$ cat config.mk
export PLATFORM = sky130hd
export DESIGN_NAME = rv_main_ctrl
export DESIGN_NICKNAME = d
export VERILOG_FILES = /design/src/design/rv_isa_pkg.sv /design/src/design/fsm_ctrl_pkg.sv /design/src/design/dp_ctrl_if.sv /design/src/design/instr_decoder.sv /design/src/design/state_sequencer.sv /design/src/design/control_encoder.sv /design/src/design/rv_main_ctrl.sv
export SDC_FILE = /design/constraint.sdc
export NUM_CORES = 1
export LEC_CHECK = 0
export ABC_AREA = 1
export CAP_MARGIN = 40
export CORE_MARGIN = 4
export CORE_UTILIZATION = 45
export DETAILED_ROUTE_END_ITERATION = 12
export DONT_BUFFER_PORTS = 1
export GPL_TIMING_DRIVEN = 0
export PLACE_DENSITY = 0.68
export SETUP_SLACK_MARGIN = 0.02
export SYNTH_ARGS = -nofsm -noshare
export SYNTH_HDL_FRONTEND = slang
export SYNTH_SLANG_ARGS = --single-unit
$ cat constraint.sdc
create_clock -name clk -period 2.2 [get_ports clk]
set_input_delay 0.11 -clock clk [delete_from_list [all_inputs] [get_ports clk]]
set_output_delay 0.11 -clock clk [all_outputs]
set_load 0.05 [all_outputs]
$ cat src/design/rv_isa_pkg.sv
package rv_isa_pkg;

    // RV32 major opcodes
    typedef logic [6:0] opcode_t;

    localparam opcode_t OP_LOAD   = 7'b0000011;
    localparam opcode_t OP_STORE  = 7'b0100011;
    localparam opcode_t OP_RTYPE  = 7'b0110011;
    localparam opcode_t OP_ITYPE  = 7'b0010011;
    localparam opcode_t OP_JAL    = 7'b1101111;
    localparam opcode_t OP_JALR   = 7'b1100111;
    localparam opcode_t OP_BRANCH = 7'b1100011;
    localparam opcode_t OP_LUI    = 7'b0110111;
    localparam opcode_t OP_AUIPC  = 7'b0010111;

    // Instruction class seen by the sequencer
    typedef enum logic [3:0] {
        CLS_ALU_R, CLS_MUL, CLS_ALU_I, CLS_JAL, CLS_JALR, CLS_BRANCH,
        CLS_LUI, CLS_AUIPC, CLS_LOAD, CLS_STORE, CLS_ILLEGAL
    } instr_class_t;

    // Immediate extender format
    typedef enum logic [2:0] {
        IMM_I = 3'd0, IMM_S = 3'd1, IMM_B = 3'd2, IMM_J = 3'd3, IMM_U = 3'd4, IMM_R = 3'd5
    } imm_src_t;

    // Synchronous exception causes (mcause encoding)
    typedef logic [31:0] cause_t;

    localparam cause_t CAUSE_ILLEGAL          = 32'd2;
    localparam cause_t CAUSE_LOAD_MISALIGNED  = 32'd4;
    localparam cause_t CAUSE_LOAD_FAULT       = 32'd5;
    localparam cause_t CAUSE_STORE_MISALIGNED = 32'd6;
    localparam cause_t CAUSE_STORE_FAULT      = 32'd7;

    // funct7 bit that selects the M extension within R-type
    localparam int MUL_FUNCT7_BIT = 0;

endpackage

$ cat src/design/fsm_ctrl_pkg.sv
package fsm_ctrl_pkg;

    // Controller states
    typedef enum logic [4:0] {
        ST_FETCH,
        ST_DECODE,
        ST_MEM_ADDR,
        ST_MEM_READ,
        ST_MEM_WB,
        ST_MEM_WRITE,
        ST_EXEC_R,
        ST_EXEC_I,
        ST_ALU_WB,
        ST_JAL,
        ST_JALR,
        ST_BRANCH,
        ST_LUI,
        ST_AUIPC,
        ST_EXEC_MUL,
        ST_MUL_WB,
        ST_TRAP,
        ST_TRAP_PC
    } ctrl_state_t;

    // ALU operand A mux
    typedef enum logic [1:0] {
        SRCA_PC, SRCA_OLD_PC, SRCA_RS1_BUF, SRCA_ZERO
    } src_a_t;

    // ALU operand B mux
    typedef enum logic [1:0] {
        SRCB_RS2_BUF, SRCB_IMM, SRCB_CONST_4
    } src_b_t;

    // ALU decoder request
    typedef enum logic [2:0] {
        ALU_OP_ADD, ALU_OP_ARITH_LOGIC, ALU_OP_BRANCH, ALU_OP_LUI, ALU_OP_AUIPC
    } alu_op_t;

    // Result bus mux
    typedef enum logic [1:0] {
        RES_ALU_OUT, RES_ALU_RESULT, RES_MEM_DATA, RES_MUL_OUT
    } result_src_t;

    // Memory address mux
    typedef enum logic {
        ADR_PC, ADR_RESULT
    } adr_src_t;

endpackage

$ cat src/design/dp_ctrl_if.sv
`timescale 1ns/1ps

interface dp_ctrl_if import fsm_ctrl_pkg::*; ();
    adr_src_t    adr_src;
    src_a_t      alu_src_a;
    src_b_t      alu_src_b;
    alu_op_t     alu_op;
    result_src_t result_src;
    logic        pc_update;
    logic        branch;
    logic        reg_write;
    logic        mem_write;
    logic        mem_valid;
    logic        alu_out_write;
    logic        mul_valid;

    modport encoder (output adr_src, alu_src_a, alu_src_b, alu_op, result_src, pc_update,
                     branch, reg_write, mem_write, mem_valid, alu_out_write, mul_valid);

    modport datapath (input adr_src, alu_src_a, alu_src_b, alu_op, result_src, pc_update,
                      branch, reg_write, mem_write, mem_valid, alu_out_write, mul_valid);
endinterface

$ cat src/design/instr_decoder.sv
`timescale 1ns/1ps

module instr_decoder import rv_isa_pkg::*; (
    input  opcode_t      op,
    input  logic [6:0]   funct7,
    output instr_class_t instr_class,
    output imm_src_t     imm_src
);

    logic is_mul;

    // M extension shares the R-type opcode
    assign is_mul = funct7[MUL_FUNCT7_BIT];

    always_comb begin
        case (op)
            OP_RTYPE:  instr_class = is_mul ? CLS_MUL : CLS_ALU_R;
            OP_ITYPE:  instr_class = CLS_ALU_I;
            OP_JAL:    instr_class = CLS_JAL;
            OP_JALR:   instr_class = CLS_JALR;
            OP_BRANCH: instr_class = CLS_BRANCH;
            OP_LUI:    instr_class = CLS_LUI;
            OP_AUIPC:  instr_class = CLS_AUIPC;
            OP_LOAD:   instr_class = CLS_LOAD;
            OP_STORE:  instr_class = CLS_STORE;
            // fence and system opcodes land here too
            default:   instr_class = CLS_ILLEGAL;
        endcase
    end

    // Immediate format follows the class
    always_comb begin
        case (instr_class)
            CLS_ALU_I,
            CLS_JALR,
            CLS_LOAD:   imm_src = IMM_I;
            CLS_STORE:  imm_src = IMM_S;
            CLS_BRANCH: imm_src = IMM_B;
            CLS_LUI,
            CLS_AUIPC:  imm_src = IMM_U;
            CLS_JAL:    imm_src = IMM_J;
            default:    imm_src = IMM_R;
        endcase
    end

endmodule

$ cat src/design/state_sequencer.sv
`timescale 1ns/1ps

module state_sequencer import rv_isa_pkg::*, fsm_ctrl_pkg::*; (
    input  logic         clk,
    input  logic         resetn,
    input  instr_class_t instr_class,
    input  logic         mem_ready,
    input  logic         mul_ready,
    input  logic         access_fault,
    input  logic         unaligned_load,
    input  logic         unaligned_store,
    output ctrl_state_t  state,
    output cause_t       trap_cause
);

    ctrl_state_t next_state;
    cause_t      cause_d;

    always_ff @(posedge clk or negedge resetn) begin
        if (!resetn) begin
            state <= ST_FETCH;
        end else begin
            state <= next_state;
        end
    end

    // Latch the cause on the way into the trap state
    always_ff @(posedge clk or negedge resetn) begin
        if (!resetn) begin
            trap_cause <= '0;
        end else if (next_state == ST_TRAP) begin
            trap_cause <= cause_d;
        end
    end

    always_comb begin
        next_state = ST_FETCH;
        cause_d    = CAUSE_ILLEGAL;
        case (state)
            ST_FETCH:     next_state = mem_ready ? ST_DECODE : ST_FETCH;
            ST_DECODE: begin
                case (instr_class)
                    CLS_LOAD,
                    CLS_STORE:  next_state = ST_MEM_ADDR;
                    CLS_ALU_R:  next_state = ST_EXEC_R;
                    CLS_MUL:    next_state = ST_EXEC_MUL;
                    CLS_ALU_I:  next_state = ST_EXEC_I;
                    CLS_JAL:    next_state = ST_JAL;
                    CLS_JALR:   next_state = ST_JALR;
                    CLS_BRANCH: next_state = ST_BRANCH;
                    CLS_LUI:    next_state = ST_LUI;
                    CLS_AUIPC:  next_state = ST_AUIPC;
                    default:    next_state = ST_TRAP;
                endcase
            end
            ST_MEM_ADDR: begin
                // Access fault wins over misalignment
                if (instr_class == CLS_LOAD) begin
                    if (access_fault) begin
                        next_state = ST_TRAP;
                        cause_d    = CAUSE_LOAD_FAULT;
                    end else if (unaligned_load) begin
                        next_state = ST_TRAP;
                        cause_d    = CAUSE_LOAD_MISALIGNED;
                    end else begin
                        next_state = ST_MEM_READ;
                    end
                end else if (access_fault) begin
                    next_state = ST_TRAP;
                    cause_d    = CAUSE_STORE_FAULT;
                end else if (unaligned_store) begin
                    next_state = ST_TRAP;
                    cause_d    = CAUSE_STORE_MISALIGNED;
                end else begin
                    next_state = ST_MEM_WRITE;
                end
            end
            ST_MEM_READ:  next_state = mem_ready ? ST_MEM_WB : ST_MEM_READ;
            ST_MEM_WRITE: next_state = mem_ready ? ST_FETCH : ST_MEM_WRITE;
            ST_EXEC_R,
            ST_EXEC_I,
            ST_LUI,
            ST_AUIPC,
            ST_JAL:       next_state = ST_ALU_WB;
            // JALR computes the target, then shares the JAL jump cycle
            ST_JALR:      next_state = ST_JAL;
            ST_EXEC_MUL:  next_state = mul_ready ? ST_MUL_WB : ST_EXEC_MUL;
            ST_TRAP:      next_state = ST_TRAP_PC;
            default:      next_state = ST_FETCH;
        endcase
    end

endmodule

$ cat src/design/control_encoder.sv
`timescale 1ns/1ps

module control_encoder import rv_isa_pkg::*, fsm_ctrl_pkg::*; (
    input  ctrl_state_t       state,
    input  cause_t            trap_cause,
    input  logic              mem_ready,
    input  logic              zero,
    dp_ctrl_if.encoder        ctrl,
    output logic              fetched_instr,
    output logic              instr_retired,
    output logic              exception_event,
    output cause_t            cause
);

    logic mem_req;

    // ALUOut register only loads while memory is idle
    assign ctrl.mem_valid     = mem_req;
    assign ctrl.alu_out_write = ~mem_req;

    always_comb begin
        ctrl.adr_src    = ADR_PC;
        ctrl.alu_src_a  = SRCA_PC;
        ctrl.alu_src_b  = SRCB_RS2_BUF;
        ctrl.alu_op     = ALU_OP_ADD;
        ctrl.result_src = RES_ALU_OUT;
        ctrl.pc_update  = 1'b0;
        ctrl.branch     = 1'b0;
        ctrl.reg_write  = 1'b0;
        ctrl.mem_write  = 1'b0;
        ctrl.mul_valid  = 1'b0;
        mem_req         = 1'b0;
        fetched_instr   = 1'b0;
        instr_retired   = 1'b0;
        exception_event = 1'b0;
        cause           = '0;

        case (state)
            ST_FETCH: begin
                // PC + 4 goes straight to the PC when the word arrives
                mem_req         = 1'b1;
                ctrl.alu_src_b  = SRCB_CONST_4;
                ctrl.result_src = RES_ALU_RESULT;
                fetched_instr   = mem_ready;
                ctrl.pc_update  = mem_ready;
            end
            ST_DECODE: begin
                // Branch target precomputed into ALUOut
                ctrl.alu_src_a = SRCA_OLD_PC;
                ctrl.alu_src_b = SRCB_IMM;
            end
            ST_MEM_ADDR,
            ST_JALR: begin
                ctrl.alu_src_a = SRCA_RS1_BUF;
                ctrl.alu_src_b = SRCB_IMM;
            end
            ST_MEM_READ: begin
                mem_req      = 1'b1;
                ctrl.adr_src = ADR_RESULT;
            end
            ST_MEM_WB: begin
                mem_req         = 1'b1;
                ctrl.result_src = RES_MEM_DATA;
                ctrl.reg_write  = 1'b1;
                instr_retired   = 1'b1;
            end
            ST_MEM_WRITE: begin
                mem_req        = 1'b1;
                ctrl.adr_src   = ADR_RESULT;
                ctrl.mem_write = 1'b1;
                instr_retired  = mem_ready;
            end
            ST_EXEC_R: begin
                ctrl.alu_src_a = SRCA_RS1_BUF;
                ctrl.alu_op    = ALU_OP_ARITH_LOGIC;
            end
            ST_EXEC_I: begin
                ctrl.alu_src_a = SRCA_RS1_BUF;
                ctrl.alu_src_b = SRCB_IMM;
                ctrl.alu_op    = ALU_OP_ARITH_LOGIC;
            end
            ST_ALU_WB: begin
                // Holds ALUOut so the write-back value stays stable
                mem_req        = 1'b1;
                ctrl.reg_write = 1'b1;
                instr_retired  = 1'b1;
            end
            ST_JAL: begin
                // Jump to ALUOut while old PC + 4 becomes the link value
                ctrl.alu_src_a = SRCA_OLD_PC;
                ctrl.alu_src_b = SRCB_CONST_4;
                ctrl.pc_update = 1'b1;
            end
            ST_BRANCH: begin
                ctrl.alu_src_a = SRCA_RS1_BUF;
                ctrl.alu_op    = ALU_OP_BRANCH;
                ctrl.branch    = 1'b1;
                mem_req        = zero;
                instr_retired  = 1'b1;
            end
            ST_LUI: begin
                ctrl.alu_src_a = SRCA_ZERO;
                ctrl.alu_src_b = SRCB_IMM;
                ctrl.alu_op    = ALU_OP_LUI;
            end
            ST_AUIPC: begin
                ctrl.alu_src_a = SRCA_OLD_PC;
                ctrl.alu_src_b = SRCB_IMM;
                ctrl.alu_op    = ALU_OP_AUIPC;
            end
            ST_EXEC_MUL: begin
                ctrl.alu_src_a = SRCA_RS1_BUF;
                ctrl.mul_valid = 1'b1;
            end
            ST_MUL_WB: begin
                mem_req         = 1'b1;
                ctrl.result_src = RES_MUL_OUT;
                ctrl.reg_write  = 1'b1;
                instr_retired   = 1'b1;
            end
            ST_TRAP: begin
                exception_event = 1'b1;
                cause           = trap_cause;
            end
            ST_TRAP_PC: begin
                // PC takes the handler address from the trap unit
                ctrl.pc_update = 1'b1;
                instr_retired  = 1'b1;
            end
            default: ;
        endcase
    end

endmodule

$ cat src/design/rv_main_ctrl.sv
`timescale 1ns/1ps

module rv_main_ctrl import rv_isa_pkg::*, fsm_ctrl_pkg::*; (
    input  logic        clk,
    input  logic        resetn,
    input  logic [6:0]  op,
    input  logic [6:0]  funct7,
    input  logic        zero,
    input  logic        mem_ready,
    input  logic        mul_ready,
    input  logic        access_fault,
    input  logic        unaligned_load,
    input  logic        unaligned_store,
    output logic        adr_src,
    output logic [1:0]  alu_src_a,
    output logic [1:0]  alu_src_b,
    output logic [2:0]  alu_op,
    output logic [1:0]  result_src,
    output logic [2:0]  imm_src,
    output logic        pc_update,
    output logic        branch,
    output logic        reg_write,
    output logic        mem_write,
    output logic        mem_valid,
    output logic        alu_out_write,
    output logic        mul_valid,
    output logic        fetched_instr,
    output logic        instr_retired,
    output logic        exception_event,
    output logic [31:0] cause
);

    instr_class_t instr_class;
    ctrl_state_t  state;
    cause_t       trap_cause;

    dp_ctrl_if ctrl_bus ();

    instr_decoder u_decoder (
        .op          (op),
        .funct7      (funct7),
        .instr_class (instr_class),
        .imm_src     (imm_src)
    );

    state_sequencer u_sequencer (
        .clk             (clk),
        .resetn          (resetn),
        .instr_class     (instr_class),
        .mem_ready       (mem_ready),
        .mul_ready       (mul_ready),
        .access_fault    (access_fault),
        .unaligned_load  (unaligned_load),
        .unaligned_store (unaligned_store),
        .state           (state),
        .trap_cause      (trap_cause)
    );

    control_encoder u_encoder (
        .state           (state),
        .trap_cause      (trap_cause),
        .mem_ready       (mem_ready),
        .zero            (zero),
        .ctrl            (ctrl_bus),
        .fetched_instr   (fetched_instr),
        .instr_retired   (instr_retired),
        .exception_event (exception_event),
        .cause           (cause)
    );

    // Datapath side of the control bundle
    assign adr_src       = ctrl_bus.adr_src;
    assign alu_src_a     = ctrl_bus.alu_src_a;
    assign alu_src_b     = ctrl_bus.alu_src_b;
    assign alu_op        = ctrl_bus.alu_op;
    assign result_src    = ctrl_bus.result_src;
    assign pc_update     = ctrl_bus.pc_update;
    assign branch        = ctrl_bus.branch;
    assign reg_write     = ctrl_bus.reg_write;
    assign mem_write     = ctrl_bus.mem_write;
    assign mem_valid     = ctrl_bus.mem_valid;
    assign alu_out_write = ctrl_bus.alu_out_write;
    assign mul_valid     = ctrl_bus.mul_valid;

endmodule

==> impl_metrics.yaml, run 1 <==
global_route:
  track_usage_pct: 15.85
  antenna_found_initial: 0
  gr-total-overflow: 0
  grt_max_degree: 9
  grt_pass1_wl_um: 5326
  grt_pass1_vias: 1267
sta:
  grt_setup_unrepaired: "true"
  tightest_slew_ns: 0.7256
  fin_setup_tns_ns: -0.2765
  hold_violations: 0
  setup_violations: 1
  min_period_ns: 2.477
  fmax_mhz: 403.8
  slew_headroom_pct: 51.49
  worst_slack_ns: -0.2765
  clock_skew_ns: 0.004664
  min_period_over_period_pct: 112.6
  slew_violations: 0
route:
  viasPerCell: 4.503
  avgRoutedWirePerCell_um: 10.67
  drc: 0
  first_pass_iters: 4
  dr.first_iter.drc_count: 86
  routed_wl_um: 3244
  ant_nets: 0
  num_vias: 1369
worst_setup_path:
  r2r_end: "u_sequencer.trap_cause[2]"
  slowest_delay_ns: 0.59
  endpoint_kind: "output port"
  crit_buf_inv: 2
  worst-endpoint-required_ns: 2.09
  slowest_stage: "nand4_1"
  r2r_slack_ns: 0.23
  crit_fanout: 6
  cp_top_family: "simple AND/OR/NAND/NOR gates"
  worstPathCellList: "nor2_2 -> nand2_2 -> clkinvlp_4 -> nor2_4 -> nand4_1 -> inv_4"
  rr_startpoint: "u_sequencer.state[0]"
  worstSetupPathType: "reg -> out"
  cp.arrival_ns: 2.37
  rr_worst_depth: 12
  critPathLaunchType: "flip-flop"
power:
  power_density_nw_per_um2: 869.3
  static-leakage-power_nw: 1.036
  total_power_mw: 1.518
  peakVddDrop_v: 0.0009700
synthesis:
  netlist_top_cells_area: "buf_4, dfrtp_1, nand2_1"
  seq_area_frac_synth_pct: 15.04
  ys_types: 27
  yosys_warnings: 0
  synth_top_area_cell: "buf_4"
  synth_area_um2: 1331
  yosysTopAreaCellShare_pct: 16.35
  synth-seq-cells: 8
  synth_area_per_cell_um2: 6.107
  synth_cells: 218
clock_tree:
  insertion_delay_ns: 0.25
  cts.clk_slew.worst_paths_ns: 0.05
  cts.sinks: 8
  cts_tree: "built"
  cts.path.max_buffers: 2
  cts_buffers: 3
  cts_root_buf: "clkbuf_4"
  cts_max_level: 1
run:
  maxCapViolations: 0
final_layout:
  fin_nets: 298
  multiInputGateArea_um2: 892.1
  syn_to_final_growth_pct: 31.20
  n_fill_cell: 282
  stdcell_area_um2: 1747
  final-seq-area_um2: 200.2
  drive_gt1_share_pct: 39.93
  final_cell_count_no_fill: 304
  num_antenna_cells: 0
placed_design:
  place.gp.congestion: 0.8874
  io_buffers: 0
  placed_area_um2: 1565
  dpl.hpwl_um: 2596
  place_inst: 288
hold_path:
  min_from: "mem_ready"
  hold_path.class: "in -> reg"
  hold_depth: 2
  hold_end: "u_sequencer.state[2]"
run_status:
  outcome: "finished with violations"
  violations: "negative setup slack"
floorplan:
  core.rowCount: 19
  initial_core_util_pct: 47.86
  coreArea_um2: 2781
  die_x_um: 62.39
  io_pins: 77
  die_y_um: 62.39
  die_area_um2: 3893
## cells in the final DEF, fill, tap and decap left out
cell	netlist	layout
buf_4	29	48
nand2_1	40	34
inv_1	35	30
conb_1	1	29
nor2_1	28	26
nand2_2	10	16
nand3_1	12	11
inv_2	9	10
nand4_1	8	8
dfrtp_1	8	8
nor2_2	6	7
nor2_4	5	6
nand3_2	4	4
o21ai_1	1	4
clkinvlp_4	0	3
a21oi_1	3	3
o21ai_0	6	3
clkbuf_4	0	3
buf_6	0	3
nor3_2	2	2
nor3_1	2	2
dlygate4sd3_1	0	2
nand2_4	1	1
nand2_8	1	1
nand3_4	0	1
nand3b_1	1	1
a211oi_1	1	1
o211ai_2	1	1
a2111o_2	0	1
o211ai_1	1	1
inv_4	0	1
nand4_2	1	1
ha_1	1	1
## cells in the mapped netlist
| library cell | n |
|---|---|
| nor3_2 | 2 |
| dfrtp_1 | 8 |
| inv_1 | 35 |
| inv_2 | 9 |
| o21ai_1 | 1 |
| o21ai_0 | 6 |
| conb_1 | 1 |
| nand2_4 | 1 |
| nand3_1 | 12 |
| nand2_2 | 10 |
| buf_4 | 29 |
| a2111o_1 | 1 |
| a21oi_1 | 3 |
| nand3b_1 | 1 |
| ha_1 | 1 |
| nand4_1 | 8 |
| nand2_8 | 1 |
| nor3_1 | 2 |
| a211oi_1 | 1 |
| o211ai_1 | 1 |
| nor2_1 | 28 |
| nand4_2 | 1 |
| nand2_1 | 40 |
| o211ai_2 | 1 |
| nand3_2 | 4 |
| nor2_2 | 6 |
| nor2_4 | 5 |
## what timing repair did
action,CTS,global route
hold endpoints to repair,9,0
endpoints found under the setup margin,2,5
gates resized for setup,12,6
pin swaps,4,4
hold buffers,2,0
setup buffers,8,3
cloned,0,0
## flip-flops by register name, summed over array words and instances, names as in the netlist
signal	count
u_sequencer.trap_cause	3
u_sequencer.state	5
## kinds of logic after synthesis
logic type	synth area share, %
simple gates	48.31
buf+inv	28.76
compound gates	6.673
flops	15.04
fa+ha+maj	0.9397
other cells	0.2817
## final cells by class
| cell class | instances | share of cell area, % |
|---|---|---|
| multi-input combinational | 165 | 51.07 |
| buffer | 29 | 12.46 |
| sequential | 8 | 11.46 |
| timing repair buffer | 24 | 11.25 |
| inverter | 44 | 10.24 |
| tap | 31 | 2.221 |
| clock buffer | 3 | 1.289 |
## power by group
part,switching (mW),leakage (nW),internal (mW)
combinational,0.888,0.916,0.304
clock,0.0473,0.0138,0.0623
sequential,0.0329,0.105,0.184
## per-layer routing
metal | up-vias | track usage, % | part of all wire, % | wire length, um
met5 | - | 0 | 0 | 0
met4 | 0 | 0.7958 | 0.37 | 12
met3 | 2 | 3.777 | 8.5 | 277
met2 | 59 | 27.85 | 49 | 1576
met1 | 574 | 20.53 | 42 | 1377
li1 | 734 | - | - | -
## stage by stage
step | utilization (%) | worst slack (ns) | hold WS, ns
floorplan | - | -0.1836 | -0.1856
global placement | 53.04 | -0.4460 | -0.1854
detailed placement | 56.28 | -0.1057 | -0.1854
CTS | 61.45 | -0.2766 | 0.05566
global route | 62.80 | -0.3768 | 0.05956
finish | 62.80 | -0.2765 | 0.07309
## worst max-delay path by stage
stage | startpoint | to | slack [ns] | cells after the start
4_1_cts | u_sequencer.state[0] | alu_out_write | -0.28 | 7
3_5_place_dp | u_sequencer.state[2] | alu_out_write | -0.11 | 7
2_1_floorplan | u_sequencer.state[3] | cause[0] | -0.18 | 5
5_1_grt | u_sequencer.state[0] | alu_out_write | -0.38 | 7
3_3_place_gp | u_sequencer.state[3] | cause[2] | -0.45 | 5
6_report | u_sequencer.state[3] | alu_out_write | -0.28 | 6
No activity file was read; power rests on OpenSTA's default activity.
==> inputs of run 2 (changes only) <==
SYNTH_HIERARCHICAL = 1   (was not set)
==> run 2 against run 1 <==
The flow now finishes without violations. Setup slack improved by 0.40 ns. Clock skew fell by 0.0029 ns. Flip-flop and latch count did not move. Critical path type unchanged. First-iteration DRC count fell by 29%. Design area rose by 16%. Global-route usage fell by 1.7 points. Area after synthesis rose by 32%. Routed wire length rose by 10%. Critical path depth did not move. Combinational power rose by 51%. Non-clock buffer count fell by 13.
==> impl_metrics.yaml, run 2 <==
clock_tree:
  post_cts_buffers: 0
  cts_root_buf: "clkbuf_8"
  cts.path.max_buffers: 2
  cts.sinks: 8
  cts_tree: "built"
  cts.clk_slew.worst_paths_ns: 0.04
  insertion_delay_ns: 0.22
  cts_max_level: 1
  cts_buffers: 3
final_layout:
  largest_reg_flops: 5
  syn_to_final_growth_pct: 15.22
  final-seq-area_um2: 201.4
  drive_gt1_share_pct: 28.16
  fin_nets: 373
  final_cell_mix: "inv_1, nor2_1, nand2_1"
  num_antenna_cells: 0
  largest-register: "u_sequencer/state"
  largest_registers: "u_sequencer/state (5), u_sequencer/trap_cause (3)"
  final_core_util_pct: 54.55
  multiInputGateArea_um2: 1137
  n_fill_cell: 391
route:
  routed_wl_um: 3572
  avgRoutedWirePerCell_um: 9.020
  ant_nets: 0
  dr.first_iter.drc_count: 61
  drc: 0
  num_vias: 1735
  viasPerCell: 4.381
  first_pass_iters: 4
global_route:
  grt_pass1_vias: 1457
  track_usage_pct: 14.14
  gr-total-overflow: 0
  grt_max_degree: 13
  grt_pass1_wl_um: 6078
  antenna_found_initial: 0
power:
  power_density_nw_per_um2: 1109
  peakVddDrop_v: 0.0004261
  total_power_mw: 2.248
  static-leakage-power_nw: 1.129
placed_design:
  io_buffers: 0
  dp_worst_setup_slack_ns: 0.1641
  place.gp.congestion: 0.9071
  dpl.hpwl_um: 2997
floorplan:
  initial_core_util_pct: 47.34
  coreArea_um2: 3716
  io_pins: 77
  die_area_um2: 4974
  die_x_um: 70.53
  die_y_um: 70.53
  core.rowCount: 22
sta:
  fmax_mhz: 481.5
  setup_violations: 0
  slew_violations: 0
  grt_setup_unrepaired: "true"
  min_period_over_period_pct: 94.40
  slew_headroom_pct: 39.28
  min_period_ns: 2.077
  clock_skew_ns: 0.001799
  tightest_slew_ns: 0.9075
  hold_violations: 0
  fin_setup_tns_ns: 0
  worst_slack_ns: 0.1231
run:
  maxCapViolations: 0
run_status:
  outcome: "finished clean"
synthesis:
  synth_commonest_cells: "inv_1, nor2_1, nand2_1"
  synth-seq-cells: 8
  synth_ff_type: "dfrtp_1"
  synth_edf_count: 0
  synthArstFlopShare_pct: 100.0
  ys_types: 26
  yosys_warnings: 6
  seq_area_frac_synth_pct: 11.38
  synth_area_per_cell_um2: 5.675
  synth_top_area_cell: "buf_4"
  yosysTopAreaCellShare_pct: 12.38
  netlist_top_cells_area: "buf_4, inv_1, nor2_1"
  synth_area_um2: 1759
  synth_cells: 310
hold_path:
  hold_path.class: "in -> reg"
worst_setup_path:
  critPathLaunchType: "flip-flop"
  cp.arrival_ns: 1.97
  worst-endpoint-required_ns: 2.09
  crit_fanout: 8
  endpoint_kind: "output port"
  worstSetupPathType: "reg -> out"
## run 2: cell types whose count changed in the layout (fill, tap and decap cells not counted), moves of 4 or more
cell     previous run  this run
buf_4              48        35
nand3_1            11        32
nor2_2              7        15
nor2_1             26        57
inv_1              30        57
nand2_2            16         8
nand2_1            34        45
nand3_2             4         8
## run 2: layout make-up
cell class | instances | share of cell area, %
clock buffer | 3 | 2.037
timing repair buffer | 7 | 2.716
inverter | 71 | 13.27
tap | 48 | 2.963
multi-input combinational | 226 | 56.11
buffer | 33 | 12.96
sequential | 8 | 9.938
## run 2: per-stage QoR
step	hold WS, ns	area, um2	instances
after floorplan	-0.1856	1864	338
after global placement	-0.1853	1924	386
after detailed placement	-0.1853	1969	392
after CTS	0.001886	2026	396
after global routing	0.01145	2027	396
final	0.004221	2027	396
## run 2: worst max-delay path: stages, from the launching register on
cell and delay [ns]:
dfrtp_1 0.55, inv_1 0.12, nor2_2 0.20, inv_2 0.08, nor2_4 0.31, a21oi_1 0.12
nand2_1 0.37
## run 2: path summary, 6_finish.rpt
path                       slack [ns]                        end  cells past startpoint                 startpoint
max                              0.12              instr_retired                      6       u_sequencer/state[0]
min                             0.004  u_sequencer/trap_cause[0]                      2               access_fault
max reg2reg                      0.82  u_sequencer/trap_cause[1]                      6       u_sequencer/state[4]
min reg2reg                      0.51  u_sequencer/trap_cause[0]                      2  u_sequencer/trap_cause[0]
max in group asynchronous        1.67       u_sequencer/state[1]                      1                     resetn
min in group asynchronous        0.24  u_sequencer/trap_cause[0]                      1                     resetn
## run 2: what timing repair did
action,in CTS,in global routing
setup endpoints to repair,1,2
gates resized for setup,1,1
gates cloned,0,0
hold buffers,1,0
hold endpoints to repair,8,0
## run 2: logic make-up (layout without fill, tap and decap cells)
logic type                 after synthesis  in the layout  synth area share [%]
AOI/OAI and AO/OA                       10             10                 3.271
adders and majority gates                1              1                0.7111
buffers and inverters                  104            114                 30.23
DFF                                      8              8                 11.38
other                                    1             29                0.2132
and+or+nand+nor                        186            186                 54.20
## run 2: metal layers
metal / wire length, um / vias up / track usage [%]
met5: 0 / - / 0
met1: 1700 / 729 / 18.59
met3: 283 / 2 / 3.165
met2: 1580 / 49 / 23.08
met4: 7 / 0 / 4.043
li1: - / 955 / -
## run 2: where the power goes
part | total, mW | switching, mW | internal, mW
combinational | 1.80 | 1.48 | 0.322
sequential | 0.281 | 0.0938 | 0.187
clock | 0.170 | 0.0520 | 0.118
==> inputs of run 3 (changes only) <==
CELL_PAD_IN_SITES_DETAIL_PLACEMENT = 1   (was not set)
CELL_PAD_IN_SITES_GLOBAL_PLACEMENT = 1   (was not set)
PLACE_DENSITY = 0.94   (was 0.68)
RECOVER_POWER = 100   (was not set)
==> run 3 against run 2 <==
Register-to-register slack got worse by 0.19 ns. Clock power about the same. Core utilization down 0.98 points. Combinational power about the same. Setup slack lost 0.0096 ns. Via count is 6.5% higher. Flip-flop and latch count stayed put. Die area unchanged. Global-route usage grew 4.4 points. Clock skew is essentially flat. Cell count fell by 0.25%. First-iteration DRC count shrank 30%. Critical path type unchanged. Largest cell class unchanged.
==> impl_metrics.yaml, run 3 (same netlist as run 2, synthesis figures left out) <==
worst_setup_path:
  rr_startpoint: "u_sequencer/state[1]"
  slowest_stage: "dfrtp_1"
  cp_top_family: "simple AND/OR/NAND/NOR gates"
  endpoint_kind: "output port"
  r2r_end: "u_sequencer/trap_cause[2]"
  slowest_delay_ns: 0.52
  r2r_slack_ns: 0.63
  crit_fanout: 8
  crit_buf_inv: 2
  cp.arrival_ns: 1.98
  path_common_cell: "inv_1"
  worst-endpoint-required_ns: 2.09
  worstPathCellList: "inv_1 -> nor2_1 -> inv_1 -> nor2_4 -> a21oi_1 -> nand2_2"
  worstSetupPathType: "reg -> out"
  rr_worst_depth: 8
  critPathLaunchType: "flip-flop"
clock_tree:
  cts.clk_slew.worst_paths_ns: 0.04
  insertion_delay_ns: 0.23
  cts_max_level: 1
  cts.sinks: 8
  cts.path.max_buffers: 2
  cts_buffers: 3
  post_cts_buffers: 0
  cts_tree: "built"
  cts_root_buf: "clkbuf_8"
final_layout:
  syn_to_final_growth_pct: 13.16
  largest_registers: "u_sequencer/state (5), u_sequencer/trap_cause (3)"
  num_antenna_cells: 0
  fin_nets: 372
  largest_reg_flops: 5
  stdcell_area_um2: 1991
  final_core_util_pct: 53.57
  layout_commonest_cell: "inv_1"
  final_cell_mix: "inv_1, nor2_1, nand2_1"
  largest-register: "u_sequencer/state"
  drive_gt1_share_pct: 25.07
hold_path:
  hold_depth: 2
  hold_end: "u_sequencer/state[2]"
  hold_path.class: "in -> reg"
  min_from: "mem_ready"
sta:
  min_period_over_period_pct: 94.84
  hold_violations: 0
  hold_ws_ns: 0.02162
  fin_setup_tns_ns: 0
  slew_violations: 0
  tightest_slew_ns: 0.9094
  slew_headroom_pct: 39.15
  setup_violations: 0
  clock_skew_ns: 0.001737
  min_period_ns: 2.086
  grt_setup_unrepaired: "false"
  fmax_mhz: 479.3
power:
  power_density_nw_per_um2: 1126
  peakVddDrop_v: 0.0005327
  total_power_mw: 2.241
  static-leakage-power_nw: 1.120
global_route:
  gr-total-overflow: 0
  grt_pass1_vias: 1777
  grt_max_degree: 13
  track_usage_pct: 18.54
  grt_pass1_wl_um: 7803
  antenna_found_initial: 0
route:
  drc: 0
  avgRoutedWirePerCell_um: 11.78
  dr.first_iter.drc_count: 43
  viasPerCell: 4.678
  routed_wl_um: 4653
  num_vias: 1848
  first_pass_iters: 4
  ant_nets: 0
placed_design:
  dpl.hpwl_um: 3893
  io_buffers: 0
  place.gp.congestion: 0.9209
  placed_area_um2: 1962
floorplan:
  core.rowCount: 22
  die_y_um: 70.53
  die_area_um2: 4974
  io_pins: 77
  initial_core_util_pct: 47.34
  coreArea_um2: 3716
  die_x_um: 70.53
run_status:
  outcome: "finished clean"
run:
  maxCapViolations: 0
-- run 3: cell types whose count changed in the layout (fill, tap and decap cells not counted), moves of 2 or more --
cell,before,now
inv_2,12,9
buf_4,35,32
nor2_1,57,59
nor2_2,15,13
inv_1,57,60
-- run 3: report_power, final --
part           internal (mW)  leakage, nW  switching, mW  total [mW]
clock                  0.118       0.0216         0.0539       0.172
combinational          0.291        0.993           1.50        1.79
sequential             0.187        0.105         0.0884       0.275
total                  0.596         1.12           1.65        2.24
-- run 3: worst max path at each step --
stage                               startpoint       endpoint  slack, ns  cells after the start
after floorplan           u_sequencer/state[4]   alu_src_a[1]       0.12                      5
after global placement    u_sequencer/state[4]   alu_src_a[1]      -0.06                      5
after detailed placement  u_sequencer/state[0]  instr_retired       0.14                      6
after CTS                 u_sequencer/state[1]  alu_out_write       0.07                      5
after global routing      u_sequencer/state[0]  instr_retired       0.01                      6
final                     u_sequencer/state[0]  instr_retired       0.11                      6
-- run 3: layout make-up --
type	instances	area, um2
clock buffers	3	41.29
inverters	71	269.0
plain buffers	33	259.0
flip-flops and latches	8	200.2
multi-input cells	226	1120
repair buffers	6	41.29
well taps	48	60.06
fillers	582	1725
-- run 3: timing repair --
| action | CTS | global route |
|---|---|---|
| resized for setup | 1 | 2 |
| setup endpoints to repair | 1 | 2 |
| pin swaps | 0 | 0 |
| endpoints found under the hold margin | 8 | 0 |
| hold buffers | 1 | 0 |
-- run 3: stage by stage --
step                setup WS [ns]  cells
floorplan                  0.1175    338
global placement         -0.05557    386
detailed placement         0.1362    391
CTS                       0.07345    395
global route              0.01239    395
finish                     0.1136    395
-- run 3: layer usage --
metal	share of wire [%]	vias to the layer above	wire [um]	track usage, %
li1	-	950	-	-
met1	43	841	2012	22.72
met2	49	51	2297	32.85
met3	6.5	6	304	4.604
met4	0.84	0	39	3.404
met5	0	-	0	0
